`config.mk`:
```
export PLATFORM = sky130hd
export DESIGN_NAME = oversampler
export DESIGN_NICKNAME = d
export VERILOG_FILES = /design/src/design/guitar_pkg.sv /design/src/design/oversampler.sv
export SDC_FILE = /design/constraint.sdc
export NUM_CORES = 1
export LEC_CHECK = 0
export ABC_AREA = 1
export BUFFER_PORTS_ARGS = -buffer_cell sky130_fd_sc_hd__clkbuf_2
export CAP_MARGIN = 10
export CORE_MARGIN = 10
export CORE_UTILIZATION = 57
export CTS_CLUSTER_DIAMETER = 60
export CTS_CLUSTER_SIZE = 20
export DETAILED_ROUTE_END_ITERATION = 12
export GPL_TIMING_DRIVEN = 1
export PLACE_DENSITY = 0.88
export SYNTH_ARGS = -nofsm -noshare
export SYNTH_HDL_FRONTEND = slang
export SYNTH_SLANG_ARGS = --single-unit
```
`constraint.sdc`:
```
create_clock -name clk_104mhz -period 2.1 [get_ports clk_104mhz]
set_clock_uncertainty 0.2 [all_clocks]
set_input_delay 0.105 -clock clk_104mhz [delete_from_list [all_inputs] [get_ports clk_104mhz]]
set_output_delay 0.105 -clock clk_104mhz [all_outputs]
set_load 0.005 [all_outputs]
```
`src/design/guitar_pkg.sv`:
```
`default_nettype none

package guitar_pkg;

    ////////////////////////////////////////
    // Converter and oversampling
    ////////////////////////////////////////
    localparam int ADC_WORD_W  = 16;    // Raw converter word
    localparam int ADC_BITS    = 12;    // Valid bits sit at the top of the word
    localparam int OSR16_LOG2  = 4;     // 16x gives about 62.5 kHz at 1 Msps
    localparam int OSR256_LOG2 = 8;     // 256x gives about 3.9 kHz
    localparam int OS16_W      = 14;    // 12 bits plus 2 bits of averaging gain
    localparam int OS256_W     = 16;    // 12 bits plus 4 bits of averaging gain

    // Frame memory holds one 256x frame
    localparam int FRAME_DEPTH = 4096;
    localparam int FRAME_AW    = 12;

    // 2048 cycle PWM period gives about 51 kHz from clk_104mhz
    localparam int PWM_W = 11;

    ////////////////////////////////////////
    // APB map
    ////////////////////////////////////////
    localparam int APB_AW = 16;
    localparam int APB_DW = 32;

    localparam logic [APB_AW-1:0] REG_CTRL      = 16'h0000;    // Bit 0 selects audio stream
    localparam logic [APB_AW-1:0] REG_HEAD      = 16'h0004;    // Frame write head
    localparam logic [APB_AW-1:0] REG_SAMPLE16  = 16'h0008;    // Latest 16x value
    localparam logic [APB_AW-1:0] REG_SAMPLE256 = 16'h000C;    // Latest 256x value

    // Word i of the frame at FRAME_BASE + 4*i
    localparam logic [APB_AW-1:0] FRAME_BASE    = 16'h4000;

endpackage

`default_nettype wire
```
`src/design/oversampler.sv`:
```
`default_nettype none

module oversampler #(
    parameter int OSR_LOG2 = 4                  // Block length is 2**OSR_LOG2 samples
) (
    input  wire                                         clk_104mhz,
    input  wire                                         rst_n,
    input  wire [guitar_pkg::ADC_WORD_W-1:0]            adc_data,
    input  wire                                         adc_eoc,
    output logic [guitar_pkg::ADC_BITS+OSR_LOG2/2-1:0]  sample,
    output logic                                        done
);

    // Sum of a full block needs OSR_LOG2 extra bits
    localparam int ACC_W = guitar_pkg::ADC_BITS + OSR_LOG2;

    logic [guitar_pkg::ADC_BITS-1:0] adc_top;   // Valid converter bits
    logic [ACC_W-1:0]                adc_ext;
    logic [OSR_LOG2-1:0]             cnt;       // Samples taken in this block
    logic [ACC_W-1:0]                acc;
    logic [ACC_W-1:0]                sum_q;     // Finished block sum
    logic                            last_eoc;
    logic                            last_q;

    assign adc_top  = adc_data[guitar_pkg::ADC_WORD_W-1 -: guitar_pkg::ADC_BITS];
    assign adc_ext  = {{OSR_LOG2{1'b0}}, adc_top};
    assign last_eoc = adc_eoc & (&cnt);         // Final sample of the block

    always_ff @(posedge clk_104mhz)
    begin
        if (!rst_n)
        begin
            cnt    <= '0;
            acc    <= '0;
            last_q <= 1'b0;
            done   <= 1'b0;
            sample <= '0;
        end
        else
        begin
            if (adc_eoc)
            begin
                cnt <= cnt + 1'b1;              // Wraps at the block size
                acc <= last_eoc ? '0 : acc + adc_ext;   // Restart on block end
            end
            last_q <= last_eoc;
            done   <= last_q;                   // One cycle after the last eoc edge
            if (last_q)
                sample <= sum_q[ACC_W-1:OSR_LOG2/2];    // Keep half the gain bits
        end
    end

    // Block total, captured with the last sample
    always_ff @(posedge clk_104mhz)
    begin
        if (last_eoc)
            sum_q <= acc + adc_ext;
    end

endmodule

`default_nettype wire

```
==> flow_summary_export.csv <==
group,metric,value,unit
synthesis,seq_area_frac_synth,44.6,%
detailed_routing,antenna_violating_nets_post_route,0,
worst_hold_path,hold_path_depth,3,
detailed_routing,avgRoutedWirePerCell,12.8,µm
clock_network,numClockSinks,50,
power,clock_power_share,30.7,%
timing,fmaxAchievable,487,MHz
place,post-dp-hpwl,3.99,mm
power,cellPowerDensity,741,nW/µm²
power,power.share.switching,28.0,%
worst_setup_path,critical_path_arrival,1.92,ns
clock_network,cts.clk_slew.worst_paths,0.09,ns
layout,layout-area-overhead-vs-synth,14.7,%
synthesis,muxShareOfSynthArea,0,%
synthesis,post_synth_and_or_nand_nor_area_fraction,28.6,%
timing,layout_min_cycle_time,2.06,ns
synthesis,synth_compound_area_share,8.76,%
layout,multi_input_area,1260,µm²
detailed_routing,routed_wirelength,5.51,mm
timing,post-route-worst-setup-slack,0.0447,ns
grt,largest_net_degree_at_the_start_of_global_routing,21,
place,place.port_buffers,29,
layout,number_of_nets_in_the_finished_design,409,
power,pwr-share-seq,48.8,%
floorplanning,die-width,87.0,µm
layout,fillers,365,
run_status,run_status,"finished, final reports clean",
layout,mostFrequentLayoutCells,"nand2_1 (90), inv_1 (42), nor2_1 (42)",
clock_network,cts_buffer_depth,2,
worst_setup_path,timing.critical_path.from_type,"register",
floorplanning,die_area,7570,µm²
worst_setup_path,category_of_the_most_critical_setup_path,"reg -> reg",
worst_setup_path,crit_path_max_fanout,3,
place,pre_cts_ws,0.0640,ns
clock_network,ctsRootBufferMaster,"clkbuf_8",
worst_setup_path,register_to_register_setup_slack,0.04,ns
floorplanning,design.core.area,4350,µm²
power,switchingPower,609,µW
timing,final_hold_viol_count,0,
synthesis,synth_fa_ha_area_share,7.14,%
layout,antenna-diode-count,0,
synthesis,mappedNetlistArea,2560,µm²
timing,grt_setup_unrepaired,"yes",
synthesis,yosys_register_bits,50,
synthesis,number_of_flops_mapped_to_enable_cells_by_yosys,14,
clock_network,clk_latency,0.30,ns
synthesis,syn-num-nets,377,
timing,final.period_utilization,97.9,%
grt,antenna_found_initial,0,
floorplanning,start_util,58.7,%
detailed_routing,via_count,2243,
synthesis,yosys_most_used_dff,"dfxtp_1",
power,ir_worst_vdd,0.456,mV
power,power_leakage,1.42,nW
worst_setup_path,worstRegToRegCells,10,
floorplanning,std_cell_rows,24,
floorplanning,floorplan.die.height,87.0,µm
timing,worst_hold_slack,0.0285,ns
synthesis,asyncSetResetFlopFracSynth,0,%
synthesis,netlist_instances,344,
floorplanning,io_pins,34,
place,routabilityCongestion,0.938,
clock_network,tritoncts,"yes",
worst_setup_path,worstPathRequired,1.97,ns
synthesis,post_synth_xor_area_fraction,2.35,%
synthesis,synth_warnings,0,
grt,globalRoute.totalOverflow,0,
layout,post_layout_nonfiller_instances,429,
detailed_routing,detail_route.first_pass.iterations,4,
grt,number_of_global_route_vias_before_repair,2104,
power,internal_power_component,1.57,mW
timing,worst_pin_slew,0.540,ns
clock_network,htree_num_levels,2,
power,power,2.17,mW
layout,ff_latch_area,1140,µm²
timing,slew_headroom,63.8,%
job,max_capacitance_violation_count,0,
worst_hold_path,worst_hold_path_type,"in -> reg",
place,dp.cells,418,
clock_network,cts_made_buffers,5,
worst_setup_path,worstSetupEndpointType,"register",
detailed_routing,detail_route.drc_violations,0,
timing,report.final.setup_viol,0,
layout,mostFrequentLayoutCell,"nand2_1",
power,power_frac_comb,20.5,%
timing,final_max_slew_viol_count,0,
layout,drive_gt1_share,15.4,%
detailed_routing,drtIter0Drc,133,
synthesis,synth_top_family_by_area,"simple AND/OR/NAND/NOR gates",
detailed_routing,avgViaCountPerCell,5.23,
synthesis,avgSynthCellArea,7.43,µm²
synthesis,count_of_different_cell_masters_after_synthesis,26,
grt,grt_util_all_layers,14.0,%
grt,grt_pass1_wl,8.85,mm
==> timing repair <==
item                       CTS  global route
hold buffers                 2             0
hold endpoints to repair     4             0
resized for setup            0            17
setup endpoints to repair    0            12
setup buffers                0             1
==> worst max-delay path: stages, from the launching register on <==
cell,delay [ns]
dfxtp_2,0.36
ha_4,0.14
inv_2,0.04
fa_2,0.39
inv_2,0.07
nand4_1,0.11
nand2_2,0.14
nand2_2,0.08
nand2_1,0.09
nand2_1,0.07
and2_4,0.13
==> synth_stat cells, types with 2 or more instances <==
master / instances / area, µm²
a21oi_1: 24 / 120
and2_1: 9 / 56.3
clkbuf_1: 6 / 22.5
clkinv_1: 2 / 7.51
dfxtp_1: 36 / 721
edfxtp_1: 14 / 420
ha_1: 13 / 163
inv_1: 44 / 165
nand2_1: 95 / 357
nand3_1: 20 / 100
nand3b_1: 2 / 15.0
nand4_1: 3 / 18.8
nor2_1: 42 / 158
nor3_1: 3 / 15.0
o21ai_0: 17 / 85.1
xnor2_1: 2 / 17.5
xor2_1: 3 / 26.3
==> path summary, 6_finish.rpt <==
kind	endpoint	startpoint
worst min register to register	acc[5]	acc[5]
worst min-delay path	cnt[2]	rst_n
worst max register to register	sum_q[10]	acc[0]
worst max-delay path	sum_q[10]	acc[0]
==> per-layer routing <==
layer | routed length [µm] | vias up | track usage (%)
met4 | 125 | 0 | 4.12
li1 | - | 1155 | -
met1 | 2350 | 1021 | 15.6
met2 | 2700 | 55 | 25.6
met5 | 0 | - | 0
met3 | 339 | 12 | 3.09
==> cell type report <==
type                    count  area share [%]
clock buffers               6            2.47
well taps                  52            2.22
repair buffers             33            6.14
multi-input cells         239            42.9
inverters                  47            6.01
clock inverters             2            1.28
flip-flops and latches     50            38.9
==> stage by stage <==
step	cell area, µm²	TNS (ns)	utilization [%]
after floorplan	2560	0	-
final	2930	0	67.4
after CTS	2860	0	65.8
after detailed placement	2730	0	62.8
after global routing	2930	-0.242	67.4
after global placement	2730	0	62.8
==> power by group through the flow <==
stage | registers (mW) | clock network [mW] | logic [mW]
2_1_floorplan | 1.08 | 0 | 0.314
3_3_place_gp | 1.08 | 0 | 0.390
3_5_place_dp | 1.08 | 0 | 0.404
4_1_cts | 1.06 | 0.677 | 0.412
5_1_grt | 1.06 | 0.714 | 0.503
6_report | 1.06 | 0.667 | 0.446
==> flip-flops by register name (all words and copies together) (netlist names) <==
signal,count
acc,16
last_q,1
sample,14
done,1
cnt,4
sum_q,14
==> logic make-up (layout without fill, tap and decap cells) <==
| kind of cell | Yosys count | after routing |
|---|---|---|
| buffers and inverters | 55 | 88 |
| XOR/XNOR | 6 | 6 |
| adder cells (fa/ha/maj) | 14 | 14 |
| AND/OR/NAND/NOR | 176 | 176 |
| flip-flops | 50 | 50 |
| AO/OA/AOI/OAI | 43 | 43 |
(Power assumes the default switching activity.)
