**src/design/guitar_pkg.sv**
```systemverilog
`default_nettype none

package guitar_pkg;

    ////////////////////////////////////////
    // Converter and oversampling
    ////////////////////////////////////////
    localparam int ADC_WORD_W  = 16;    // Raw converter word
    localparam int ADC_BITS    = 12;    // Valid bits sit at the top of the word
    localparam int OSR16_LOG2  = 4;     // 16x gives about 62.5 kHz at 1 Msps
    localparam int OSR256_LOG2 = 8;     // 256x gives about 3.9 kHz
    localparam int OS16_W      = 14;    // 12 bits plus 2 bits of averaging gain
    localparam int OS256_W     = 16;    // 12 bits plus 4 bits of averaging gain

    // Frame memory holds one 256x frame
    localparam int FRAME_DEPTH = 4096;
    localparam int FRAME_AW    = 12;

    // 2048 cycle PWM period gives about 51 kHz from clk_104mhz
    localparam int PWM_W = 11;

    ////////////////////////////////////////
    // APB map
    ////////////////////////////////////////
    localparam int APB_AW = 16;
    localparam int APB_DW = 32;

    localparam logic [APB_AW-1:0] REG_CTRL      = 16'h0000;    // Bit 0 selects audio stream
    localparam logic [APB_AW-1:0] REG_HEAD      = 16'h0004;    // Frame write head
    localparam logic [APB_AW-1:0] REG_SAMPLE16  = 16'h0008;    // Latest 16x value
    localparam logic [APB_AW-1:0] REG_SAMPLE256 = 16'h000C;    // Latest 256x value

    // Word i of the frame at FRAME_BASE + 4*i
    localparam logic [APB_AW-1:0] FRAME_BASE    = 16'h4000;

endpackage

`default_nettype wire
```
**src/design/audio_pwm.sv**
```systemverilog
`default_nettype none

module audio_pwm (
    input  wire                                 clk_104mhz,
    input  wire                                 rst_n,
    input  wire                                 audio_sel,  // 1 plays 16x
    input  wire [guitar_pkg::OS16_W-1:0]        sample16,
    input  wire [guitar_pkg::OS256_W-1:0]       sample256,
    output logic                                aud_pwm,
    output logic                                aud_sd
);

    logic [guitar_pkg::PWM_W-1:0] pwm_cnt;      // Free running period counter
    logic [guitar_pkg::PWM_W-1:0] duty;         // Held for a whole period
    logic [guitar_pkg::PWM_W-1:0] next_duty;

    // Top PWM_W bits of the chosen stream
    assign next_duty = audio_sel ? sample16[guitar_pkg::OS16_W-1 -: guitar_pkg::PWM_W]
                                 : sample256[guitar_pkg::OS256_W-1 -: guitar_pkg::PWM_W];

    always_ff @(posedge clk_104mhz)
    begin
        if (!rst_n)
        begin
            pwm_cnt <= '0;
            duty    <= '0;
            aud_pwm <= 1'b0;
            aud_sd  <= 1'b0;                    // Amplifier held in shutdown
        end
        else
        begin
            pwm_cnt <= pwm_cnt + 1'b1;          // Wraps every 2048 cycles
            if (&pwm_cnt)
                duty <= next_duty;              // New duty from count zero on
            aud_pwm <= (pwm_cnt < duty);        // Exactly duty high cycles per period
            aud_sd  <= 1'b1;                    // Release once out of reset
        end
    end

    // Output is registered so the pin sees no compare glitches
    // A duty of zero keeps the output low for the whole period

endmodule

`default_nettype wire

```
**config.mk**
```make
export PLATFORM = sky130hd
export DESIGN_NAME = audio_pwm
export DESIGN_NICKNAME = d
export VERILOG_FILES = /design/src/design/guitar_pkg.sv /design/src/design/audio_pwm.sv
export SDC_FILE = /design/constraint.sdc
export NUM_CORES = 1
export LEC_CHECK = 0
export ABC_AREA = 0
export BUFFER_PORTS_ARGS = -buffer_cell sky130_fd_sc_hd__buf_2
export CORE_MARGIN = 5
export CORE_UTILIZATION = 35
export CTS_BUF_LIST = sky130_fd_sc_hd__clkbuf_2
export CTS_CLUSTER_DIAMETER = 30
export DETAILED_ROUTE_END_ITERATION = 10
export PLACE_DENSITY = 0.63
export SLEW_MARGIN = 20
export SYNTH_ARGS = -nofsm -noshare
export SYNTH_HDL_FRONTEND = slang
export SYNTH_SLANG_ARGS = --single-unit
export TNS_END_PERCENT = 100
```
**constraint.sdc**
```tcl
create_clock -name clk_104mhz -period 1.8 [get_ports clk_104mhz]
set_clock_uncertainty 0.15 [all_clocks]
set_input_delay 0.36 -clock clk_104mhz [delete_from_list [all_inputs] [get_ports clk_104mhz]]
set_output_delay 0.36 -clock clk_104mhz [all_outputs]
set_load 0.01 [all_outputs]
```
==> results.sh <==
export IMPL_dieArea_um2=4970
export IMPL_layout_drive_gt1_share=0.226
export IMPL_yosysWarningCount=0
export IMPL_result_of_the_run="finished, final reports clean"
export IMPL_arrival_ns=1.81
export IMPL_clock_latency_ns=0.35
export IMPL_place_detailed_hpwl_mm=1.84
export IMPL_critical_path_max_stage_delay_ns=0.39
export IMPL_netlist_cell_type_count=29
export IMPL_relSlewSlack=0.760
export IMPL_worstPathCellList="ha_1, a211o_1, o211ai_1, o211ai_1, a221oi_2"
export IMPL_cts_made_buffers=3
export IMPL_worstReg2RegEnd="aud_pwm"
export IMPL_synth_seq_area_share=0.375
export IMPL_path_max_fanout=4
export IMPL_detail_route_vias_per_cell=4.74
export IMPL_dieWidth_um=70.5
export IMPL_drc=0
export IMPL_synth_flop_cell="sky130_fd_sc_hd__dfxtp_1"
export IMPL_timing_critical_path_to_type="flop"
export IMPL_cts_reportedPaths_clkPinSlew_ns=0.23
export IMPL_preCtsSetupSlack_ns=0.140
export IMPL_cts_tree="built"
export IMPL_fp_coreArea_um2=3610
export IMPL_total_standard_cell_area_after_synthesis_um2=1280
export IMPL_synth_top_family_by_area="simple AND/OR/NAND/NOR gates"
export IMPL_detail_route_antenna_nets=0
export IMPL_area_growth_pct=16.5
export IMPL_ys_top_cells_by_area="sky130_fd_sc_hd__dfxtp_1, sky130_fd_sc_hd__ha_1, sky130_fd_sc_hd__mux2i_1"
export IMPL_required_ns=1.93
export IMPL_antenna_found_initial=0
export IMPL_cp_common_cell="sky130_fd_sc_hd__o211ai_1"
export IMPL_p_total_w=0.000996
export IMPL_maxSlewViolCount=0
export IMPL_seqCellArea_um2=482
export IMPL_placed_cells=199
export IMPL_cpMaxStageDelayCell="sky130_fd_sc_hd__dfxtp_1"
export IMPL_initialDrtViolationCount=17
export IMPL_fin_crit_ns=1.68
export IMPL_tightestPinTransition_ns=0.361
export IMPL_synth_top_cell_area_share=0.375
export IMPL_syn_mean_instance_area_um2=9.94
export IMPL_setup_viol_count_final=0
export IMPL_yosys_register_bits=24
export IMPL_rsz0062_at_grt="no"
export IMPL_non_filler_instance_count_after_layout=203
export IMPL_cap_violations=0
export IMPL_die_height_um=70.5
export IMPL_reg2reg_setup_slack_ns=0.12
export IMPL_timing_setup_critical_path_class="reg2reg"
export IMPL_total_leakage_power_nw=0.776
export IMPL_drtPass1Iterations=4
export IMPL_start_util=0.356
export IMPL_port_buffer_count=26
export IMPL_async_flop_share=0
export IMPL_synth_compound_gate_area_share=0.136
export IMPL_h_tree_depth=1
export IMPL_mux_cell_area_share_after_synthesis=0.0859
export IMPL_ir_drop_mv=0.231
export IMPL_fill_cells=372
export IMPL_share_of_synthesized_cell_area_in_full_adder_half_adder_and_majority_cells=0.107
export IMPL_powerDensity_nw_per_um2=667
export IMPL_drt_wirelength_per_cell_um=11.9
export IMPL_synthCells=129
export IMPL_worst_setup_path_endpoint="aud_pwm"
export IMPL_r2r_cells=5
export IMPL_highest_attainable_clock_frequency_mhz=596
export IMPL_place_congestion=0.720
export IMPL_final_core_util=0.414
export IMPL_fin_setup_tns_ns=0
export IMPL_gr_overflow_total=0
export IMPL_min_period_over_period=0.932
export IMPL_floorplan_rows=22
export IMPL_globalRouteTotalUtil=0.106
export IMPL_class_of_the_tightest_hold_or_removal_check="in2reg"
export IMPL_timing_rr_start="pwm_cnt[4]"
export IMPL_yosysTopAreaCell="sky130_fd_sc_hd__dfxtp_1"
export IMPL_most_used_standard_cell_by_instance_count_after_synthesis="sky130_fd_sc_hd__dfxtp_1"
export IMPL_post_synth_and_or_nand_nor_area_fraction=0.170
export IMPL_synthXorXnorAreaFrac=0.0615
export IMPL_grt_pass1_wl_mm=4.32
export IMPL_final_setup_worst_slack_ns=0.122
export IMPL_synth_top_cells_by_count="sky130_fd_sc_hd__dfxtp_1, sky130_fd_sc_hd__nand2_1"
export IMPL_hold_violations=0
export IMPL_number_of_flops_mapped_to_enable_cells_by_yosys=0
export IMPL_first_global_vias=1027
export IMPL_wl_mm=2.42
export IMPL_cts_root_buf="sky130_fd_sc_hd__clkbuf_2"
export IMPL_largest_net_degree_at_the_start_of_global_routing=25
export IMPL_worst_setup_path_startpoint="pwm_cnt[4]"
export IMPL_synth_fp_nets=173
export IMPL_finish_net_count=200
export IMPL_multiInputGateArea_um2=724
export IMPL_vias=962
export IMPL_io_pin_count=35
export IMPL_max_clock_path_buffers=2
export IMPL_cts_sinks=24
export IMPL_setup_worst_path_start_class="flop"
export IMPL_antennaDiodeCount=0
[timing repair]
action,in CTS,in global routing
endpoints found under the hold margin,0,0
endpoints found under the setup margin,0,1
hold buffers,0,0
resized for setup,0,2
buffers inserted,0,0
[cell usage in the layout (no fill, tap or decap), types with 2 or more instances in the layout]
cell                       count
sky130_fd_sc_hd__o211a_1      11
sky130_fd_sc_hd__buf_2        26
sky130_fd_sc_hd__inv_1        10
sky130_fd_sc_hd__ha_1         11
sky130_fd_sc_hd__dfxtp_1      23
sky130_fd_sc_hd__and4_1        2
sky130_fd_sc_hd__nand4_1       4
sky130_fd_sc_hd__mux2i_1      11
sky130_fd_sc_hd__clkbuf_2      3
sky130_fd_sc_hd__buf_4         2
sky130_fd_sc_hd__o211ai_1      2
sky130_fd_sc_hd__nand2_1      12
sky130_fd_sc_hd__and2_1       11
sky130_fd_sc_hd__and3_1        2
sky130_fd_sc_hd__nand2b_1      2
sky130_fd_sc_hd__nand3_1       3
sky130_fd_sc_hd__xnor2_1       8
[registers in the layout, indices dropped and copies added, names as in the netlist]
name     cells
duty        11
pwm_cnt     11
aud_pwm      1
aud_sd       1
[stage by stage]
stage | cell area (um^2) | hold WS [ns]
3_3_place_gp | 1440 | 0.334
3_5_place_dp | 1440 | 0.339
6_report | 1490 | 0.151
5_1_grt | 1490 | 0.139
2_1_floorplan | 1280 | 0.238
4_1_cts | 1490 | 0.134
[critical path: cells and delay by family (launching register included)]
family	cells	cell delay, ns
flops	1	0.39
compound gates	4	0.75
fa+ha+maj	1	0.31
[area by class of cell]
| class | instances | share of cell area |
|---|---|---|
| clock buffers | 3 | 0.0101 |
| clock inverters | 1 | 0.0201 |
| inverters | 10 | 0.0251 |
| multi-input cells | 89 | 0.485 |
| flip-flops and latches | 24 | 0.322 |
| well taps | 48 | 0.0402 |
| repair buffers | 28 | 0.0972 |
[kinds of logic after synthesis]
| kind of cell | count (synthesis) |
|---|---|
| AOI/OAI and AO/OA | 19 |
| buffers and inverters | 16 |
| xor gates and xnor gates | 9 |
| DFF | 24 |
| adders and majority gates | 11 |
| and+or+nand+nor | 39 |
| muxes | 11 |
[how the worst min path moves through the flow]
stage,cells after the start,startpoint,to,slack [ns]
3_3_place_gp,1,duty[9],duty[9],0.33
5_1_grt,1,rst_n,aud_sd,0.14
2_1_floorplan,0,rst_n,aud_sd,0.24
4_1_cts,1,rst_n,aud_sd,0.13
6_report,1,rst_n,aud_sd,0.15
3_5_place_dp,1,duty[7],duty[7],0.34
[per-layer routing]
layer,wire [um],GRT usage,up-vias
li1,-,-,507
met2,1210,0.188,18
met4,59,0.0626,0
met3,115,0.0170,4
met1,1040,0.119,433
met5,0,0,-
[report_power, final]
part           leakage [nW]  switching (W)  internal [W]
Sequential            0.195      0.0000117      0.000542
Combinational         0.554      0.0000375     0.0000466
Clock                0.0266       0.000167      0.000191
Total                 0.776       0.000217      0.000780
Power figures use the tool's default switching activity.
