===== src/design/guitar_pkg.sv =====
`default_nettype none

package guitar_pkg;

    ////////////////////////////////////////
    // Converter and oversampling
    ////////////////////////////////////////
    localparam int ADC_WORD_W  = 16;    // Raw converter word
    localparam int ADC_BITS    = 12;    // Valid bits sit at the top of the word
    localparam int OSR16_LOG2  = 4;     // 16x gives about 62.5 kHz at 1 Msps
    localparam int OSR256_LOG2 = 8;     // 256x gives about 3.9 kHz
    localparam int OS16_W      = 14;    // 12 bits plus 2 bits of averaging gain
    localparam int OS256_W     = 16;    // 12 bits plus 4 bits of averaging gain

    // Frame memory holds one 256x frame
    localparam int FRAME_DEPTH = 4096;
    localparam int FRAME_AW    = 12;

    // 2048 cycle PWM period gives about 51 kHz from clk_104mhz
    localparam int PWM_W = 11;

    ////////////////////////////////////////
    // APB map
    ////////////////////////////////////////
    localparam int APB_AW = 16;
    localparam int APB_DW = 32;

    localparam logic [APB_AW-1:0] REG_CTRL      = 16'h0000;    // Bit 0 selects audio stream
    localparam logic [APB_AW-1:0] REG_HEAD      = 16'h0004;    // Frame write head
    localparam logic [APB_AW-1:0] REG_SAMPLE16  = 16'h0008;    // Latest 16x value
    localparam logic [APB_AW-1:0] REG_SAMPLE256 = 16'h000C;    // Latest 256x value

    // Word i of the frame at FRAME_BASE + 4*i
    localparam logic [APB_AW-1:0] FRAME_BASE    = 16'h4000;

endpackage

`default_nettype wire

===== src/design/apb_regs.sv =====
`default_nettype none

module apb_regs (
    input  wire                                 clk_104mhz,
    input  wire                                 rst_n,
    input  wire                                 psel,
    input  wire                                 penable,
    input  wire                                 pwrite,
    input  wire [guitar_pkg::APB_AW-1:0]        paddr,
    input  wire [guitar_pkg::APB_DW-1:0]        pwdata,
    output logic [guitar_pkg::APB_DW-1:0]       prdata,
    output logic                                pready,
    output logic                                pslverr,
    input  wire [guitar_pkg::FRAME_AW-1:0]      head,
    input  wire [guitar_pkg::OS16_W-1:0]        sample16,
    input  wire [guitar_pkg::OS256_W-1:0]       sample256,
    input  wire [guitar_pkg::OS256_W-1:0]       frame_rd_data,
    output logic [guitar_pkg::FRAME_AW-1:0]     frame_rd_addr,
    output logic                                audio_sel
);

    logic                           setup_phase;
    logic                           aligned;
    logic                           is_reg;
    logic                           is_frame;
    logic                           acc_err;
    logic                           ctrl_wr;
    logic                           frame_rd_req;
    logic                           frame_wait;     // Wait state for RAM latency
    logic [guitar_pkg::APB_AW-1:0]  frame_off;
    logic [guitar_pkg::APB_DW-1:0]  reg_rdata;
    logic [guitar_pkg::APB_DW-1:0]  frame_rdata;

    ////////////////////////////////////////
    // Address decode
    ////////////////////////////////////////
    assign setup_phase = psel & ~penable;
    assign aligned     = (paddr[1:0] == 2'b00);
    assign frame_off   = paddr - guitar_pkg::FRAME_BASE;
    assign is_frame    = (paddr >= guitar_pkg::FRAME_BASE) &&
                         (frame_off < 4 * guitar_pkg::FRAME_DEPTH);

    // RAM address straight from the bus so data is ready in the access phase
    assign frame_rd_addr = frame_off[guitar_pkg::FRAME_AW+1:2];

    always_comb
    begin
        is_reg    = 1'b1;
        reg_rdata = '0;
        case (paddr)
            guitar_pkg::REG_CTRL:      reg_rdata[0] = audio_sel;
            guitar_pkg::REG_HEAD:      reg_rdata[guitar_pkg::FRAME_AW-1:0] = head;
            guitar_pkg::REG_SAMPLE16:  reg_rdata[guitar_pkg::OS16_W-1:0] = sample16;
            guitar_pkg::REG_SAMPLE256: reg_rdata[guitar_pkg::OS256_W-1:0] = sample256;
            default:                   is_reg = 1'b0;
        endcase
    end

    // Misaligned, unmapped, or a write anywhere but CTRL
    assign acc_err = ~aligned | (~is_reg & ~is_frame) |
                     (pwrite & (paddr != guitar_pkg::REG_CTRL));
    assign ctrl_wr      = pwrite & ~acc_err;        // Only CTRL survives the check
    assign frame_rd_req = is_frame & ~acc_err;      // Frame writes already flagged

    assign frame_rdata = {{(guitar_pkg::APB_DW - guitar_pkg::OS256_W){1'b0}}, frame_rd_data};

    ////////////////////////////////////////
    // Transfer control
    ////////////////////////////////////////
    always_ff @(posedge clk_104mhz)
    begin
        if (!rst_n)
        begin
            pready     <= 1'b0;
            pslverr    <= 1'b0;
            frame_wait <= 1'b0;
            audio_sel  <= 1'b0;             // 256x stream after reset
        end
        else
        begin
            pready  <= 1'b0;                // Single cycle completion
            pslverr <= 1'b0;
            if (setup_phase)
            begin
                if (frame_rd_req)
                begin
                    frame_wait <= 1'b1;     // RAM output lands next cycle
                end
                else
                begin
                    pready  <= 1'b1;        // First access cycle
                    pslverr <= acc_err;
                    if (ctrl_wr)
                        audio_sel <= pwdata[0];
                end
            end
            else if (frame_wait)
            begin
                frame_wait <= 1'b0;
                pready     <= 1'b1;         // Second access cycle
            end
        end
    end

    // Read data, valid alongside pready
    always_ff @(posedge clk_104mhz)
    begin
        if (setup_phase && !frame_rd_req)
            prdata <= acc_err ? '0 : reg_rdata;
        else if (frame_wait)
            prdata <= frame_rdata;
    end

endmodule

`default_nettype wire


===== config.mk =====
export PLATFORM = sky130hd
export DESIGN_NAME = apb_regs
export DESIGN_NICKNAME = d
export VERILOG_FILES = /design/src/design/guitar_pkg.sv /design/src/design/apb_regs.sv
export SDC_FILE = /design/constraint.sdc
export NUM_CORES = 1
export LEC_CHECK = 0
export ABC_AREA = 1
export BUFFER_PORTS_ARGS = -buffer_cell sky130_fd_sc_hd__buf_2
export CAP_MARGIN = 20
export CORE_UTILIZATION = 36
export DETAILED_ROUTE_END_ITERATION = 7
export GPL_TIMING_DRIVEN = 0
export PLACE_DENSITY = 0.82
export SYNTH_ARGS = -nofsm -noshare
export SYNTH_HDL_FRONTEND = slang
export SYNTH_SLANG_ARGS = --single-unit

===== constraint.sdc =====
create_clock -name clk_104mhz -period 2.65 [get_ports clk_104mhz]
set_clock_uncertainty 0.15 [all_clocks]
set_input_delay 0.3975 -clock clk_104mhz [delete_from_list [all_inputs] [get_ports clk_104mhz]]
set_output_delay 0.3975 -clock clk_104mhz [all_outputs]
set_load 0.02 [all_outputs]

==> impl_metrics.ini <==
[hold_path]
min-delay-path-class = input port to flip-flop

[layout]
diodes = 0
count_of_nets_after_finishing = 460
drive_above_1_share_pct = 45.11
area_delta_synth_final_pct = 46.65
final_area_um2 = 2246

[clocking]
htreeDepth = 1
ctsRootBufferMaster = clkbuf_8
cts_tree = built
cts-hold-fix-buffers = 0
postCtsSetupBuffers = 0
path_clk_slew_ns = 0.07
cts_sinks = 20
clock_insertion_delay_worst_skew_ns = 0.25
cts-buffers-inserted = 3
cts_max_path_bufs = 2
ctsResizeCount = 0

[placed_design]
port_buffers = 110
globalplace.congestion = 0.7760
dpl_cell_area_um2 = 2201
place_hpwl_mm = 3.477

[timing]
post-route-min-period_ns = 2.186
fin_crit_sh_pct = 82.49
fin_hold_ws_ns = 0.2470
fmax_mhz = 457.4
tightest_slew_ns = 0.5996
setup_total_negative_slack_ns = 0
final_hold_violation_count = 0
finalSetupViolCount = 0
timing_max_transition_violations_final = 0
rsz_0062_raised_after_global_routing = no
timing.max_slew.rel_slack_pct = 59.93

[grt]
global_route.usage.met1_pct = 19.26
grt_use_met3_pct = 3.041
via_count_of_the_first_global_routing_pass = 1430
grt.busiest_layer = met2
gr-usage-met2_pct = 29.88
globalRouteTotalUtil_pct = 16.53
grt_first_pass_wirelength_mm = 5.713
initial_antenna_violation_count = 0
grt_start_max_net_pins = 17
gr-total-overflow = 0

[setup_path]
start_kind = input port
crit_path_frequent_cell = nand2_1
worstSetupPathType = input port to flip-flop
path_cells = buf_2 > nor2_4 > nand2_1 > nor2_2 > nand2_2 > nand2_1 > nand3_2 > nand2_2 > buf_4 > nand2_1
arrival_ns = 1.91
crit_path_top_delay_cell = nand2_1
timing.critical_path.buf_inv = 2
setup.worst_path.end_class = flip-flop
path_delay_family = simple AND/OR/NAND/NOR gates
cp_data_required_time_ns = 2.37
cp_slowest_stage_delay_ns = 0.37
worst-path-max-fanout = 16

[drt]
vias_per_cell = 4.269
postRouteWirelength_mm = 4.015
drt_first_pass_iters = 4
detailedRoute.firstIterationViolations = 92
detail_route.wl_per_cell_um = 10.09
post-route-drc-count = 0
num_vias = 1699
drtAntennaViolNets = 0

[floorplan]
dieWidth_um = 67.23
row_count = 23
initial_utilization_pct = 38.01
ioPinCount = 158
floorplan.die.height_um = 67.23
coreArea_um2 = 4029
die_outline_area_um2 = 4519

[status]
result_of_the_run = finished, final reports clean

[power]
post-layout-total-power_uw = 758.2
power.leakage_nw = 1.281
vdd_drop_max_v = 0.0001415
p_per_area_nw_per_um2 = 337.6

[logic_synthesis]
post_synth.cell_area_avg_um2 = 6.993
synth-edff-count = 16
async_reset_ff_share_pct = 0
synth_seq_area_share_pct = 36.60
synth_cell_types = 22
post_synth_inst_count = 219
yosys_warnings = 0
syn-cell-area_um2 = 1531
synth_ff_type = edfxtp_1
ys_seq_elements = 20

[run]
maxCapViolations = 0
## cells in the final DEF, fill, tap and decap left out
master / Yosys / routed
nand3_1: 18 / 18
a21oi_1: 1 / 1
inv_1: 13 / 13
nand2_1: 99 / 99
o21ai_0: 1 / 1
clkbuf_8: 0 / 3
nand4_2: 1 / 1
buf_2: 3 / 113
and2_1: 1 / 1
nand4_1: 1 / 1
a22o_1: 2 / 2
clkinv_1: 0 / 1
nand2_2: 4 / 4
nor2_2: 2 / 2
buf_6: 1 / 1
conb_1: 1 / 16
nand3_2: 1 / 1
edfxtp_1: 16 / 16
nor2_1: 17 / 17
buf_4: 29 / 29
nor2_4: 2 / 2
dfxtp_1: 4 / 4
a21boi_4: 1 / 1
a21boi_0: 1 / 1
## sequential cells by signal (all words and copies together), names as in the netlist
register / count
prdata: 16
pready: 1
audio_sel: 1
pslverr: 1
frame_wait: 1
## cell usage after synthesis, types with 2 or more instances
cell      count  area share, %
inv_1        13            3.2
nand3_1      18            5.9
nor2_4        2            1.5
edfxtp_1     16             31
nand2_2       4            1.6
dfxtp_1       4            5.2
nand2_1      99             24
buf_4        29             14
buf_2         3           0.98
nor2_1       17            4.2
nor2_2        2           0.82
a22o_1        2            1.1
## cells by family (layout without fill, tap and decap cells)
kind of cell / Yosys count / after routing / share of synthesized area, %
buf+inv: 46 / 160 / 19.12
compound gates: 6 / 6 / 3.513
simple gates: 146 / 146 / 40.52
other cells: 1 / 16 / 0.2449
flops: 20 / 20 / 36.60
## worst reg2reg max path: stages, from the launching register on
cell and delay [ns]:
dfxtp_1 0.34, inv_1 0.06, nand2_1 0.45
## routing by layer
metal  part of all wire, %  up-vias
met5                     0        -
met4                   1.4        0
met3                   6.5        6
met2                    53       67
met1                    39      727
li1                      -      899
## report_power, final
group	switching, mW	leakage [nW]	internal (mW)
clock network	0.0888	0.0231	0.103
logic	0.111	1.07	0.0970
registers	0.00247	0.185	0.356
total	0.202	1.28	0.556
## worst paths after layout
check                                             start                      end  slack, ns  cells after the start
worst max register to register  frame_wait$_SDFFE_PN0P_      prdata[7]$_DFFE_PP_       1.28                      2
worst min-delay path                              rst_n   audio_sel$_SDFFE_PN0P_       0.25                      3
worst max-delay path                           paddr[1]      prdata[7]$_DFFE_PP_       0.46                     10
worst min register to register  frame_wait$_SDFFE_PN0P_  frame_wait$_SDFFE_PN0P_       0.35                      2
## through the flow
step,util [%],instances,setup slack (ns)
floorplan,-,234,0.5748
global placement,54.63,394,0.2084
detailed placement,54.63,394,0.1890
CTS,55.75,398,0.4512
global route,55.75,398,0.2705
finish,55.75,398,0.4639
## final cells by class
| class | count | area, µm² |
|---|---|---|
| tap | 50 | 62.56 |
| inverter | 13 | 48.80 |
| clock inverter | 1 | 3.754 |
| fill | 412 | 1783 |
| clock buffer | 3 | 41.29 |
| multi-input combinational | 168 | 734.5 |
| timing repair buffer | 110 | 550.5 |
| sequential | 20 | 560.5 |
| buffer | 33 | 244.0 |
Power figures use the tool's default switching activity.
